--- src/hdl/uart_alu_pkg.sv ---
package uart_alu_pkg;

    // Data path widths
    localparam int NB_DATA   = 8;
    localparam int NB_OPCODE = 6;

    // Serial timing, one bit = OVERSAMPLE * CLKS_PER_TICK clocks
    localparam int OVERSAMPLE    = 16;
    localparam int CLKS_PER_TICK = 4;

    localparam int NB_DIV_CNT  = $clog2(CLKS_PER_TICK);
    localparam int NB_TICK_CNT = $clog2(OVERSAMPLE);
    localparam int NB_BIT_CNT  = $clog2(NB_DATA);

    localparam logic [NB_DIV_CNT-1:0]  DIV_LAST  = NB_DIV_CNT'(CLKS_PER_TICK - 1);
    localparam logic [NB_TICK_CNT-1:0] TICK_MID  = NB_TICK_CNT'(OVERSAMPLE / 2 - 1);
    localparam logic [NB_TICK_CNT-1:0] TICK_LAST = NB_TICK_CNT'(OVERSAMPLE - 1);
    localparam logic [NB_BIT_CNT-1:0]  BIT_LAST  = NB_BIT_CNT'(NB_DATA - 1);

    // UART frame states, shared by receiver and transmitter
    localparam logic [1:0] ST_IDLE  = 2'b00;
    localparam logic [1:0] ST_START = 2'b01;
    localparam logic [1:0] ST_DATA  = 2'b10;
    localparam logic [1:0] ST_STOP  = 2'b11;

    // Operand collector states
    localparam logic [1:0] COL_IDLE  = 2'b00;
    localparam logic [1:0] COL_STORE = 2'b01;
    localparam logic [1:0] COL_ALU   = 2'b10;

    localparam logic [NB_OPCODE-1:0] OP_ADD = 6'b100000;
    localparam logic [NB_OPCODE-1:0] OP_SUB = 6'b100010;
    localparam logic [NB_OPCODE-1:0] OP_AND = 6'b100100;
    localparam logic [NB_OPCODE-1:0] OP_OR  = 6'b100101;
    localparam logic [NB_OPCODE-1:0] OP_XOR = 6'b100110;
    localparam logic [NB_OPCODE-1:0] OP_SRA = 6'b000011;
    localparam logic [NB_OPCODE-1:0] OP_SRL = 6'b000010;
    localparam logic [NB_OPCODE-1:0] OP_NOR = 6'b100111;

endpackage

--- src/hdl/baud_tick_gen.sv ---
`timescale 1ns/1ps

module baud_tick_gen
    import uart_alu_pkg::*;
(
    input  logic i_clk,
    input  logic i_rst,
    output logic o_tick    // One clock wide, every CLKS_PER_TICK clocks
);

    logic [NB_DIV_CNT-1:0] div_cnt;

    always_ff @(posedge i_clk)
    begin
        if (!i_rst)
        begin
            div_cnt <= '0;
            o_tick  <= 1'b0;
        end
        else
        begin
            o_tick <= (div_cnt == DIV_LAST);    // Registered, first tick 4 clocks after reset
            if (div_cnt == DIV_LAST)
                div_cnt <= '0;
            else
                div_cnt <= div_cnt + 1'b1;
        end
    end

endmodule

--- src/hdl/uart_rx.sv ---
`timescale 1ns/1ps

module uart_rx
    import uart_alu_pkg::*;
(
    input  logic               i_clk,
    input  logic               i_rst,
    input  logic               i_tick,
    input  logic               i_rx,
    output logic [NB_DATA-1:0] o_data,
    output logic               o_done
);

    logic [1:0]             rx_sync;    // Two flop synchronizer
    logic                   rx_prev;
    logic                   rx_bit;
    logic [1:0]             state;
    logic [NB_TICK_CNT-1:0] tick_cnt;
    logic [NB_BIT_CNT-1:0]  bit_cnt;
    logic [NB_DATA-1:0]     shift;
    logic                   bit_end;

    assign rx_bit  = rx_sync[1];
    assign bit_end = i_tick && (tick_cnt == TICK_LAST);

    always_ff @(posedge i_clk)
    begin
        if (!i_rst)
        begin
            rx_sync <= 2'b11;   // Line idles high
            rx_prev <= 1'b1;
        end
        else
        begin
            rx_sync <= {rx_sync[0], i_rx};
            rx_prev <= rx_bit;
        end
    end

    always_ff @(posedge i_clk)
    begin
        if (!i_rst)
        begin
            state    <= ST_IDLE;
            tick_cnt <= '0;
            bit_cnt  <= '0;
            o_done   <= 1'b0;
        end
        else
        begin
            o_done <= 1'b0;
            case (state)
                ST_IDLE:
                begin
                    if (rx_prev && !rx_bit)    // Falling edge opens a frame
                    begin
                        state    <= ST_START;
                        tick_cnt <= '0;
                    end
                end
                ST_START:
                begin
                    if (i_tick)
                    begin
                        if (tick_cnt == TICK_MID)
                        begin
                            // Still low at mid start bit, otherwise a glitch
                            state    <= rx_bit ? ST_IDLE : ST_DATA;
                            tick_cnt <= '0;
                            bit_cnt  <= '0;
                        end
                        else
                            tick_cnt <= tick_cnt + 1'b1;
                    end
                end
                ST_DATA:
                begin
                    if (bit_end)
                    begin
                        tick_cnt <= '0;
                        if (bit_cnt == BIT_LAST)
                            state <= ST_STOP;
                        else
                            bit_cnt <= bit_cnt + 1'b1;
                    end
                    else if (i_tick)
                        tick_cnt <= tick_cnt + 1'b1;
                end
                ST_STOP:
                begin
                    if (bit_end)
                    begin
                        state    <= ST_IDLE;
                        tick_cnt <= '0;
                        o_done   <= rx_bit;    // Low stop bit drops the byte
                    end
                    else if (i_tick)
                        tick_cnt <= tick_cnt + 1'b1;
                end
                default: state <= ST_IDLE;
            endcase
        end
    end

    // LSB first, shifted in from the top
    always_ff @(posedge i_clk)
    begin
        if (state == ST_DATA && bit_end)
            shift <= {rx_bit, shift[NB_DATA-1:1]};
        if (state == ST_STOP && bit_end && rx_bit)
            o_data <= shift;
    end

endmodule

--- src/hdl/rx_operand_collector.sv ---
`timescale 1ns/1ps

module rx_operand_collector
    import uart_alu_pkg::*;
(
    input  logic                 i_clk,
    input  logic                 i_rst,
    input  logic [NB_DATA-1:0]   i_data,
    input  logic                 i_done_data,   // Byte strobe from receiver
    output logic [NB_DATA-1:0]   o_a,
    output logic [NB_DATA-1:0]   o_b,
    output logic [NB_OPCODE-1:0] o_op,
    output logic                 o_rx_alu_done  // Operands ready for the ALU
);

    logic [1:0] state;
    logic [1:0] slot;   // 0 = A, 1 = B, 2 = opcode

    always_ff @(posedge i_clk)
    begin
        if (!i_rst)
            state <= COL_IDLE;
        else
        begin
            case (state)
                COL_IDLE:  if (i_done_data) state <= COL_STORE;
                COL_STORE: if (i_done_data && slot == 2'd2) state <= COL_ALU;
                COL_ALU:   state <= i_done_data ? COL_STORE : COL_IDLE;
                default:   state <= COL_IDLE;
            endcase
        end
    end

    always_ff @(posedge i_clk)
    begin
        if (!i_rst)
        begin
            slot <= 2'd0;
            o_a  <= '0;
            o_b  <= '0;
            o_op <= '0;
        end
        else if (i_done_data)
        begin
            case (slot)
                2'd0:    o_a  <= i_data;
                2'd1:    o_b  <= i_data;
                default: o_op <= i_data[NB_OPCODE-1:0];
            endcase
            slot <= (slot == 2'd2) ? 2'd0 : slot + 1'b1;   // Wrap after each triple
        end
    end

    assign o_rx_alu_done = (state == COL_ALU);

endmodule

--- src/hdl/alu.sv ---
`timescale 1ns/1ps

module alu
    import uart_alu_pkg::*;
(
    input  logic                 i_clk,
    input  logic                 i_rst,
    input  logic [NB_DATA-1:0]   i_a,
    input  logic [NB_DATA-1:0]   i_b,
    input  logic [NB_OPCODE-1:0] i_op,
    input  logic                 i_valid,
    output logic [NB_DATA-1:0]   o_result,
    output logic                 o_valid
);

    logic [NB_DATA-1:0] alu_out;

    always_comb
    begin
        case (i_op)
            OP_ADD:  alu_out = i_a + i_b;
            OP_SUB:  alu_out = i_a - i_b;   // Wraps mod 256
            OP_AND:  alu_out = i_a & i_b;
            OP_OR:   alu_out = i_a | i_b;
            OP_XOR:  alu_out = i_a ^ i_b;
            OP_SRA:  alu_out = $signed(i_a) >>> i_b[2:0];
            OP_SRL:  alu_out = i_a >> i_b[2:0];
            OP_NOR:  alu_out = ~(i_a | i_b);
            default: alu_out = '0;
        endcase
    end

    always_ff @(posedge i_clk)
    begin
        if (!i_rst)
            o_valid <= 1'b0;
        else
            o_valid <= i_valid;
    end

    always_ff @(posedge i_clk)
    begin
        if (i_valid)
            o_result <= alu_out;
    end

endmodule

--- src/hdl/uart_tx.sv ---
`timescale 1ns/1ps

module uart_tx
    import uart_alu_pkg::*;
(
    input  logic               i_clk,
    input  logic               i_rst,
    input  logic               i_tick,
    input  logic               i_start,
    input  logic [NB_DATA-1:0] i_data,
    output logic               o_tx,
    output logic               o_busy
);

    logic [1:0]             state;
    logic [NB_TICK_CNT-1:0] tick_cnt;
    logic [NB_BIT_CNT-1:0]  bit_cnt;
    logic [NB_DATA-1:0]     shift;
    logic                   start_pending;  // Byte loaded, waiting for next tick
    logic                   accept;
    logic                   bit_end;

    assign o_busy  = start_pending || (state != ST_IDLE);
    assign accept  = i_start && !o_busy;    // Strobes while busy are dropped
    assign bit_end = i_tick && (tick_cnt == TICK_LAST);

    always_ff @(posedge i_clk)
    begin
        if (!i_rst)
        begin
            state         <= ST_IDLE;
            tick_cnt      <= '0;
            bit_cnt       <= '0;
            start_pending <= 1'b0;
            o_tx          <= 1'b1;
        end
        else
        begin
            case (state)
                ST_IDLE:
                begin
                    if (start_pending && i_tick)
                    begin
                        state         <= ST_START;
                        tick_cnt      <= '0;
                        start_pending <= 1'b0;
                        o_tx          <= 1'b0;
                    end
                    else if (accept)
                        start_pending <= 1'b1;
                end
                ST_START:
                begin
                    if (bit_end)
                    begin
                        state    <= ST_DATA;
                        tick_cnt <= '0;
                        bit_cnt  <= '0;
                        o_tx     <= shift[0];
                    end
                    else if (i_tick)
                        tick_cnt <= tick_cnt + 1'b1;
                end
                ST_DATA:
                begin
                    if (bit_end)
                    begin
                        tick_cnt <= '0;
                        if (bit_cnt == BIT_LAST)
                        begin
                            state <= ST_STOP;
                            o_tx  <= 1'b1;
                        end
                        else
                        begin
                            bit_cnt <= bit_cnt + 1'b1;
                            o_tx    <= shift[1];   // Next bit before the shift lands
                        end
                    end
                    else if (i_tick)
                        tick_cnt <= tick_cnt + 1'b1;
                end
                ST_STOP:
                begin
                    // Busy until the stop bit has lasted a full bit
                    if (bit_end)
                    begin
                        state    <= ST_IDLE;
                        tick_cnt <= '0;
                    end
                    else if (i_tick)
                        tick_cnt <= tick_cnt + 1'b1;
                end
                default: state <= ST_IDLE;
            endcase
        end
    end

    always_ff @(posedge i_clk)
    begin
        if (accept)
            shift <= i_data;
        else if (state == ST_DATA && bit_end)
            shift <= shift >> 1;
    end

endmodule

--- src/hdl/uart_alu_top.sv ---
`timescale 1ns/1ps

module uart_alu_top
    import uart_alu_pkg::*;
(
    input  logic i_clk,
    input  logic i_rst,
    input  logic i_rx,     // Serial in, idle high
    output logic o_tx      // Serial out, idle high
);

    logic                 tick;
    logic [NB_DATA-1:0]   rx_data;
    logic                 rx_done;
    logic [NB_DATA-1:0]   op_a;
    logic [NB_DATA-1:0]   op_b;
    logic [NB_OPCODE-1:0] opcode;
    logic                 operands_valid;
    logic [NB_DATA-1:0]   result;
    logic                 result_valid;
    logic                 tx_busy;

    baud_tick_gen u_tick_gen (
        .i_clk  (i_clk),
        .i_rst  (i_rst),
        .o_tick (tick)
    );

    uart_rx u_rx (
        .i_clk  (i_clk),
        .i_rst  (i_rst),
        .i_tick (tick),
        .i_rx   (i_rx),
        .o_data (rx_data),
        .o_done (rx_done)
    );

    rx_operand_collector u_collector (
        .i_clk         (i_clk),
        .i_rst         (i_rst),
        .i_data        (rx_data),
        .i_done_data   (rx_done),
        .o_a           (op_a),
        .o_b           (op_b),
        .o_op          (opcode),
        .o_rx_alu_done (operands_valid)
    );

    alu u_alu (
        .i_clk    (i_clk),
        .i_rst    (i_rst),
        .i_a      (op_a),
        .i_b      (op_b),
        .i_op     (opcode),
        .i_valid  (operands_valid),
        .o_result (result),
        .o_valid  (result_valid)
    );

    // Result strobe doubles as transmit start
    uart_tx u_tx (
        .i_clk   (i_clk),
        .i_rst   (i_rst),
        .i_tick  (tick),
        .i_start (result_valid),
        .i_data  (result),
        .o_tx    (o_tx),
        .o_busy  (tx_busy)
    );

endmodule

--- config.mk ---
export PLATFORM = sky130hd
export DESIGN_NAME = uart_alu_top
export DESIGN_NICKNAME = d
export VERILOG_FILES = /design/src/hdl/uart_alu_pkg.sv /design/src/hdl/baud_tick_gen.sv /design/src/hdl/uart_rx.sv /design/src/hdl/rx_operand_collector.sv /design/src/hdl/alu.sv /design/src/hdl/uart_tx.sv /design/src/hdl/uart_alu_top.sv
export SDC_FILE = /design/constraint.sdc
export NUM_CORES = 1
export LEC_CHECK = 0
export BUFFER_PORTS_ARGS = -buffer_cell sky130_fd_sc_hd__clkbuf_2
export CAP_MARGIN = 20
export CORE_UTILIZATION = 55
export DETAILED_ROUTE_END_ITERATION = 8
export PLACE_DENSITY = 0.77
export SLEW_MARGIN = 20
export SYNTH_ARGS = -nofsm -noshare
export SYNTH_HDL_FRONTEND = slang
export SYNTH_SLANG_ARGS = --single-unit
--- constraint.sdc ---
create_clock -name i_clk -period 6.3 [get_ports i_clk]
set_clock_uncertainty 0.05 [all_clocks]
set_input_delay 0.63 -clock i_clk [delete_from_list [all_inputs] [get_ports i_clk]]
set_output_delay 0.63 -clock i_clk [all_outputs]
set_load 0.005 [all_outputs]
## Yosys cells after proc, flatten, opt, wreduce, memory -nomap -nowiden

Cells that the tools add are included.
Widths: inputs -> output; s select.

- Word-level logic and storage cells: 168
- Register bits after elaboration: 86
- Input port bits: 3
- Output and inout bits: 1

- Add/sub/neg operators: 8
- Multiplexer cells: 48
- Eq/ne operators: 41
- Reductions and logical operators: 40
- Bitwise operators: 6
- Shift operators: 2

Operator list:

| operator | count |
|---|---|
| $pmux 8 s8 | 1 |
| $eq 6x6->1 const B | 6 |
| $mux 4 | 8 |
| $mux 2 | 15 |
| $ne 2x1->1 const B | 11 |
| $mux 3 | 7 |
| $mux 8 | 2 |
| $pmux 2 s4 | 2 |
| $eq 2x2->1 const B | 7 |
| $eq 6x2->1 const B | 2 |
| $pmux 3 s2 | 2 |
| $pmux 4 s3 | 1 |
| $reduce_and 2->1 | 6 |
| $logic_and 1x1->1 | 10 |
| $reduce_and 5->1 | 2 |
| $reduce_bool 2->1 | 5 |
| $add 4x1->4 const B | 2 |
| $add 8x8->8 | 1 |
| $and 8x8->8 | 1 |
| $eq 2x1->1 const B | 4 |
| $eq 4x4->1 const B | 2 |
| $logic_not 2->1 | 4 |
| $ne 2x2->1 const B | 4 |
| $not 8->8 | 1 |
| 23 further kinds | 39 |

## Logic depth before layout (Yosys ltp)

Gate-level depths: netlist of the first run.

- Depth after elaboration: 6
- Mapped depth: 12
- Gate-level depth less buffers: 10

## Modules after synthesis

A second synthesis of the first run with hierarchy kept.

- Cells, all modules: 522
- Area total of the unflattened synthesis: 5133.7 µm²

Modules (own cells, without submodules):

| module | cells each | area an instance (µm²) | seq. area each (µm²) | times used |
|---|---|---|---|---|
| alu | 203 | 1689.1 | 260.2 | 1 |
| uart_rx | 93 | 1166.1 | 740.7 | 1 |
| uart_tx | 113 | 1104.8 | 460.4 | 1 |
| rx_operand_collector | 106 | 1072.3 | 520.5 | 1 |
| baud_tick_gen | 7 | 101.3 | 60.1 | 1 |

## Least setup slack after synthesis of the first run

OpenSTA, ideal clock, no wires.

- Path type: register to register
- Start: register u_collector.o_op[0]
- End: register u_alu.o_result[4] (data pin)
- Period minus slack after synthesis: 3008 ps
- Buffers on the path: 1
- Data required time: 5985 ps
- Library setup time: 265 ps
- Arrival: 2693 ps
- Setup slack: 3292 ps
- Cell stages (with the launch flop): 11
- Cell sequence: dfxtp_1 > buf_2 > or4b_4 > nor2_1 > mux2_4 > fa_1 > nor2b_1 > o31a_1 > a211oi_1 > a2111oi_0 > nand2_1

- Longest elaborated chain between the ends: 2
- Elaborated cells between the ends (all ways): 9
- Classes of those cells: 8 x eq/ne; 1 x mux

Ends and longest elaborated chain:

| what | RTL line | source |
|---|---|---|
| from (decl) | rx_operand_collector.sv:12 | `output logic [NB_OPCODE-1:0] o_op,` |
| from (signal assigned) | rx_operand_collector.sv:48 | `default: o_op <= i_data[NB_OPCODE-1:0];` |
| $eq 6x6->1 or $eq 6x2->1 (tied branches) | alu.sv:20 | `case (i_op)` |
| $pmux 8 s8 (*) | alu.sv:20 |  |
| net u_alu.alu_out[4] | alu.sv:16 | `logic [NB_DATA-1:0] alu_out;` |
| to (signal assigned) | alu.sv:44 | `o_result <= alu_out;` |
| to (decl) | alu.sv:12 | `output logic [NB_DATA-1:0] o_result,` |

The timed path passes the listed nets; every way through them passes the cells marked *.
A chain may end at the register's enable or synchronous reset.

## Worst setup path after layout of the first run

Same ends and word-level chain as after synthesis.

==> flow_summary_export.csv, run 1 <==
group,metric,value,unit
run_status,status,"finished clean",
synthesis,async_flop_share,0,
detailed_routing,post_drt_via_cell_ratio,5.94,
synthesis,yosys_register_bits,86,
cts,root_buffer,"clkbuf_8",
worst_setup_path,critPathMaxStageDelay,0.63,ns
worst_setup_path,crit_required,6.36,ns
floorplan,die_y,95.7,um
cts,ctsLongestPathBuffers,2,
timing,hold_viol_final,0,
floorplan,row_count,33,
timing,fmaxAchievable,275,MHz
finish,nNetsFinal,522,
worst_setup_path,r2r_cells,9,
cts,cts_resized,0,
synthesis,syn_avg_cell_area,9.82,um^2
grt,antenna_found_initial,0,
power_and_ir_drop,vdd_drop_max,0.144,mV
worst_setup_path,rrSetupSlack,2.66,ns
detailed_routing,post_drt_wl_per_cell,16.0,um
place,gp_congestion,0.982,
run,maxCapViolations,0,
synthesis,synth_area,0.00483,mm^2
worst_setup_path,path_delay_family,"simple AND/OR/NAND/NOR gates",
timing,min_period,3.64,ns
worst_setup_path,path_cells,"or4b_4 > nor2_1 > mux2_4 > fa_1 > nor2b_1 > o31a_1 > a211oi_1 > a2111oi_0 > nand2_1",
detailed_routing,totalWireLength,9.50,mm
timing,slew_viol_final,0,
timing,worstMarginPinSlew,1.00,ns
grt,grt_max_degree,57,
timing,finalCritPeriodShare,0.578,
worst_hold_path,hp-start,"u_rx.rx_sync[0]",
detailed_routing,ant_nets,0,
cts,clk_latency,0.37,ns
place,place_hpwl,6.84,mm
grt,grt_pass1_vias,3192,
timing,slew_headroom,0.328,
place,io_buffers,3,
finish,regArea,0.00204,mm^2
worst_hold_path,whs_path_depth,1,
synthesis,ys.flop_type,"dfxtp_1",
worst_setup_path,path_depth,9,
worst_setup_path,path_buf_inv,0,
cts,cts-hold-fix-buffers,0,
detailed_routing,drcViolationCount,0,
worst_hold_path,whs_endpoint,"u_rx.rx_sync[1]",
finish,drive_gt1_frac,0.0779,
synthesis,yosysWarningCount,0,
cts,cts-htree-levels,3,
finish,fillCellCount,712,
floorplan,die_w,95.7,um
floorplan,core_area,0.00834,mm^2
place,dp.cells,577,
worst_setup_path,cp_max_fo,25,
finish,instances_no_fill,593,
cts,cts_tree,"done",
power_and_ir_drop,power.leakage,1.89,nW
worst_hold_path,hold_class,"flip-flop to flip-flop",
synthesis,synthesis.nets,531,
worst_setup_path,r2r_start,"u_collector.o_op[0]",
grt,grt_usage,0.224,
worst_setup_path,critPathKind,"flip-flop to flip-flop",
detailed_routing,drtIter0Drc,269,
worst_setup_path,end_kind,"flip-flop",
synthesis,synth_edf_count,32,
grt,grt_pass1_wl,15.6,mm
floorplan,start_util,0.579,
timing,setup_violations,0,
finish,insertedDiodeCount,0,
worst_setup_path,timing.rr.end,"u_alu.o_result[4]",
floorplan,die_area,0.00916,mm^2
detailed_routing,num_vias,3521,
cts,post_cts_buffers,0,
synthesis,post_synth_num_cell_types,61,
worst_setup_path,slowest_stage,"or4b_4",
finish,multi_input_area,0.00259,mm^2
worst_setup_path,worstPathArrival,3.70,ns
cts,cts.sinks,86,
timing,tns,0,ns
cts,numCtsBuffers,9,
worst_setup_path,crit_path_start_kind,"flip-flop",
finish,areaGrowthSynthToFinish,5.18,%
timing,rsz0062_at_grt,"false",
synthesis,synth_cells,492,
floorplan,boundaryPins,4,
synthesis,yosysSeqAreaShare,0.423,
power_and_ir_drop,powerDensity,198,mW/mm^2
detailed_routing,first_pass_iters,5,
cts,clk_pin_slew,0.10,ns
grt,grt-ovfl-total,0,
-- state kept, by name, summed over array words and instances (netlist names), 2 cells and up, named ones only --
name	count
u_collector.o_a	8
u_tick_gen.div_cnt	2
u_rx.o_data	8
u_tx.shift	8
u_tx.bit_cnt	3
u_collector.o_b	8
u_rx.rx_sync	2
u_alu.o_result	8
u_collector.slot	2
u_rx.shift	8
u_collector.state	2
u_collector.o_op	6
u_rx.tick_cnt	4
u_tx.tick_cnt	4
u_rx.bit_cnt	3
u_tx.state	2
-- kinds of logic after synthesis --
group	count (synthesis)	share of synthesized area
multiplexers	31	0.0707
XOR/XNOR	21	0.0381
buffers and inverters	50	0.0412
flip-flops	86	0.423
adder cells (fa/ha/maj)	36	0.0948
AO/OA/AOI/OAI	106	0.147
AND/OR/NAND/NOR	162	0.186
-- cell usage in the layout, fill, tap and decap left out, drive strengths merged, types with 2 or more instances in the layout --
master and n:
nand3b 7, ha 35, clkinv 3, a21boi 11, nor3 4, nor3b 7, inv 30, nand4 2
a22oi 7, and2 7, a221o 2, edfxtp 32, xor2 7, or4b 4, xnor2 14, a211oi 7
a2bb2oi 2, nor4 5, and3b 2, o21ai 21, a22o 4, o21a 3, nand3 14, o22ai 2
o211ai 4, dfxtp 54, nor2b 33, a32oi 2, mux2i 18, o221ai 3, a221oi 2, a31oi 3
a21oi 26, clkbuf 12, mux2 12, nand2b 7, nand2 31, nor2 28, and3 6
-- area by class of cell --
type,instances,area share
multi-input cells,356,0.510
flip-flops and latches,86,0.402
well taps,105,0.0258
clock buffers,9,0.0244
inverters,26,0.0192
clock inverters,7,0.0145
repair buffers,4,0.00443
-- how the worst max path moves through the flow --
stage | start | endpoint | slack [ns]
5_1_grt | u_collector.o_op[0] | u_alu.o_result[4] | 2.45
2_1_floorplan | u_collector.o_op[0] | u_alu.o_result[4] | 3.29
4_1_cts | u_collector.o_op[0] | u_alu.o_result[4] | 2.74
3_3_place_gp | u_collector.o_op[0] | u_alu.o_result[4] | 2.84
6_report | u_collector.o_op[0] | u_alu.o_result[4] | 2.66
3_5_place_dp | u_collector.o_op[0] | u_alu.o_result[4] | 2.78
-- metal layers --
metal  vias up  global-route usage  part of all wire
li1       1744                   -                 -
met1      1654               0.300              0.48
met2        93               0.342              0.44
met3        30              0.0482             0.048
met4         0               0.111             0.029
met5         -                   0                 0
-- through the flow --
| step | util | instance area (um^2) | hold WS (ns) | setup slack (ns) | power [mW] |
|---|---|---|---|---|---|
| after global placement | 0.586 | 4880 | 0.340 | 2.84 | 0.643 |
| after CTS | 0.609 | 5080 | 0.364 | 2.74 | 1.03 |
| after floorplan | - | 4830 | 0.336 | 3.29 | 0.634 |
| after detailed placement | 0.586 | 4880 | 0.347 | 2.78 | 0.646 |
| final | 0.609 | 5080 | 0.370 | 2.66 | 1.01 |
| after global routing | 0.609 | 5080 | 0.365 | 2.45 | 1.05 |
-- where the power goes --
part | switching, mW | internal [mW] | total [mW] | leakage, nW
registers | 0.00706 | 0.579 | 0.586 | 0.730
logic | 0.0259 | 0.0215 | 0.0474 | 1.06
clock network | 0.220 | 0.156 | 0.376 | 0.101
-- cell usage after synthesis (4+ instances only) --
cell type | number | area share
a211oi_1 | 7 | 0.011
a21boi_0 | 10 | 0.016
a21oi_1 | 26 | 0.027
a22o_1 | 4 | 0.0072
a22oi_1 | 7 | 0.011
and2_1 | 7 | 0.0091
and3_1 | 6 | 0.0078
buf_2 | 6 | 0.0062
clkbuf_1 | 17 | 0.013
dfxtp_1 | 54 | 0.22
edfxtp_1 | 32 | 0.20
ha_1 | 35 | 0.091
inv_1 | 26 | 0.020
mux2_2 | 11 | 0.026
mux2i_1 | 18 | 0.037
nand2_1 | 31 | 0.024
nand2b_1 | 7 | 0.0091
nand3_1 | 14 | 0.015
nand3b_1 | 7 | 0.011
nor2_1 | 28 | 0.022
nor2b_1 | 33 | 0.043
nor3_1 | 4 | 0.0041
nor3b_1 | 6 | 0.0093
nor4_1 | 5 | 0.0065
o21ai_0 | 20 | 0.021
xnor2_1 | 14 | 0.025
xor2_1 | 7 | 0.013
Power figures use the tool's default switching activity.
==> run 2, diff against run 1 <==
==> constraint.sdc (replaced) <==
create_clock -name i_clk -period 3.5 [get_ports i_clk]
set_clock_uncertainty 0.05 [all_clocks]
set_input_delay 0.35 -clock i_clk [delete_from_list [all_inputs] [get_ports i_clk]]
set_output_delay 0.35 -clock i_clk [all_outputs]
set_load 0.005 [all_outputs]
==> flow_summary_export.csv, run 2 (same netlist as run 1, synthesis figures left out) <==
group,metric,value,unit
detailed_routing,post_drt_via_cell_ratio,5.94,
run,maxCapViolations,0,
worst_hold_path,hp-start,"i_rx",
worst_setup_path,end_kind,"flip-flop",
cts,cts_resized,0,
detailed_routing,drtIter0Drc,241,
detailed_routing,totalWireLength,9.63,mm
floorplan,row_count,33,
power_and_ir_drop,vdd_drop_max,0.235,mV
finish,multi_input_area,0.00259,mm^2
cts,post_cts_buffers,0,
cts,cts-hold-fix-buffers,0,
power_and_ir_drop,power.leakage,1.90,nW
cts,cts.sinks,86,
floorplan,die_y,95.7,um
grt,grt_max_degree,57,
grt,grt_pass1_wl,15.7,mm
timing,slew_headroom,0.348,
detailed_routing,drcViolationCount,0,
cts,clk_latency,0.36,ns
cts,ctsLongestPathBuffers,2,
place,gp_congestion,0.942,
finish,fillCellCount,692,
worst_hold_path,whs_endpoint,"u_rx.rx_sync[0]",
grt,grt-ovfl-total,0,
place,place_hpwl,6.92,mm
cts,cts-htree-levels,3,
worst_setup_path,crit_path_start_kind,"flip-flop",
worst_setup_path,worstPathArrival,3.19,ns
worst_setup_path,cp_max_fo,6,
floorplan,core_area,0.00834,mm^2
place,dp.cells,581,
finish,regArea,0.00204,mm^2
detailed_routing,num_vias,3546,
detailed_routing,post_drt_wl_per_cell,16.1,um
cts,root_buffer,"clkbuf_8",
timing,slew_viol_final,0,
finish,mostFrequentLayoutCells,"dfxtp_1, ha_1, nor2b_1",
cts,clk_pin_slew,0.09,ns
timing,tns,0,ns
floorplan,boundaryPins,4,
floorplan,start_util,0.579,
timing,fmaxAchievable,318,MHz
worst_hold_path,hold_class,"primary input to flip-flop",
detailed_routing,first_pass_iters,6,
timing,worstMarginPinSlew,0.973,ns
grt,grt_usage,0.225,
worst_setup_path,rrSetupSlack,0.36,ns
worst_setup_path,r2r_cells,9,
grt,grt_pass1_vias,3272,
worst_setup_path,crit_path_start,"u_collector.o_op[3]",
worst_setup_path,crit_required,3.55,ns
power_and_ir_drop,powerDensity,352,mW/mm^2
finish,instances_no_fill,597,
finish,insertedDiodeCount,0,
grt,antenna_found_initial,0,
timing,rsz0062_at_grt,"false",
place,placed_area,0.00491,mm^2
finish,drive_gt1_frac,0.0813,
worst_setup_path,r2r_start,"u_collector.o_op[3]",
worst_hold_path,whs_path_depth,2,
timing,hold_viol_final,0,
timing,min_period,3.14,ns
cts,cts_tree,"done",
run_status,status,"finished clean",
worst_setup_path,critPathKind,"flip-flop to flip-flop",
finish,nNetsFinal,526,
finish,final_common_cell,"dfxtp_1",
cts,numCtsBuffers,9,
finish,final_cell_area,0.00510,mm^2
finish,areaGrowthSynthToFinish,5.52,%
floorplan,die_w,95.7,um
place,io_buffers,3,
worst_setup_path,timing.rr.end,"u_alu.o_result[4]",
floorplan,die_area,0.00916,mm^2
timing,setup_violations,0,
timing,finalCritPeriodShare,0.899,
detailed_routing,ant_nets,0,
run 2: how the worst max path moves through the flow:
stage / to
3_5_place_dp: u_alu.o_result[4]
3_3_place_gp: u_alu.o_result[4]
5_1_grt: u_alu.o_result[4]
2_1_floorplan: u_alu.o_result[4]
4_1_cts: u_alu.o_result[4]
6_report: u_alu.o_result[4]
run 2: critical path: stages, from the launching register on:
cell and delay [ns]:
dfxtp_1 0.35, or4b_4 0.55, nor2_1 0.20, mux2_4 0.34, fa_1 0.45, nor2b_1 0.18
o31a_1 0.17, a211oi_1 0.06, a2111oi_0 0.44, nand2_1 0.09
run 2: cell type report:
| class | instances | share of cell area |
|---|---|---|
| clock buffers | 12 | 0.0307 |
| clock inverters | 4 | 0.00540 |
| inverters | 26 | 0.0191 |
| multi-input cells | 356 | 0.508 |
| flip-flops and latches | 86 | 0.400 |
| well taps | 105 | 0.0258 |
| repair buffers | 8 | 0.0103 |
run 2: report_power, final:
part | internal (mW) | switching (mW)
logic | 0.0385 | 0.0462
clock network | 0.305 | 0.353
registers | 1.04 | 0.0119
total | 1.38 | 0.411
run 2: stage by stage:
step / utilization / setup slack (ns) / total power [mW] / hold slack, ns
floorplan: - / 0.492 / 1.14 / 0.336
global placement: 0.589 / 0.516 / 1.16 / 0.341
detailed placement: 0.589 / 0.388 / 1.16 / 0.346
CTS: 0.611 / 0.364 / 1.81 / 0.104
global route: 0.611 / 0.207 / 1.87 / 0.0865
finish: 0.611 / 0.355 / 1.80 / 0.106
run 2: layer usage:
metal  vias to the layer above  share of wire  GRT usage
li1                       1752              -          -
met4                         0          0.018     0.0659
met1                      1678           0.47      0.290
met2                        96           0.47      0.374
met3                        20          0.047     0.0553
met5                         -              0          0
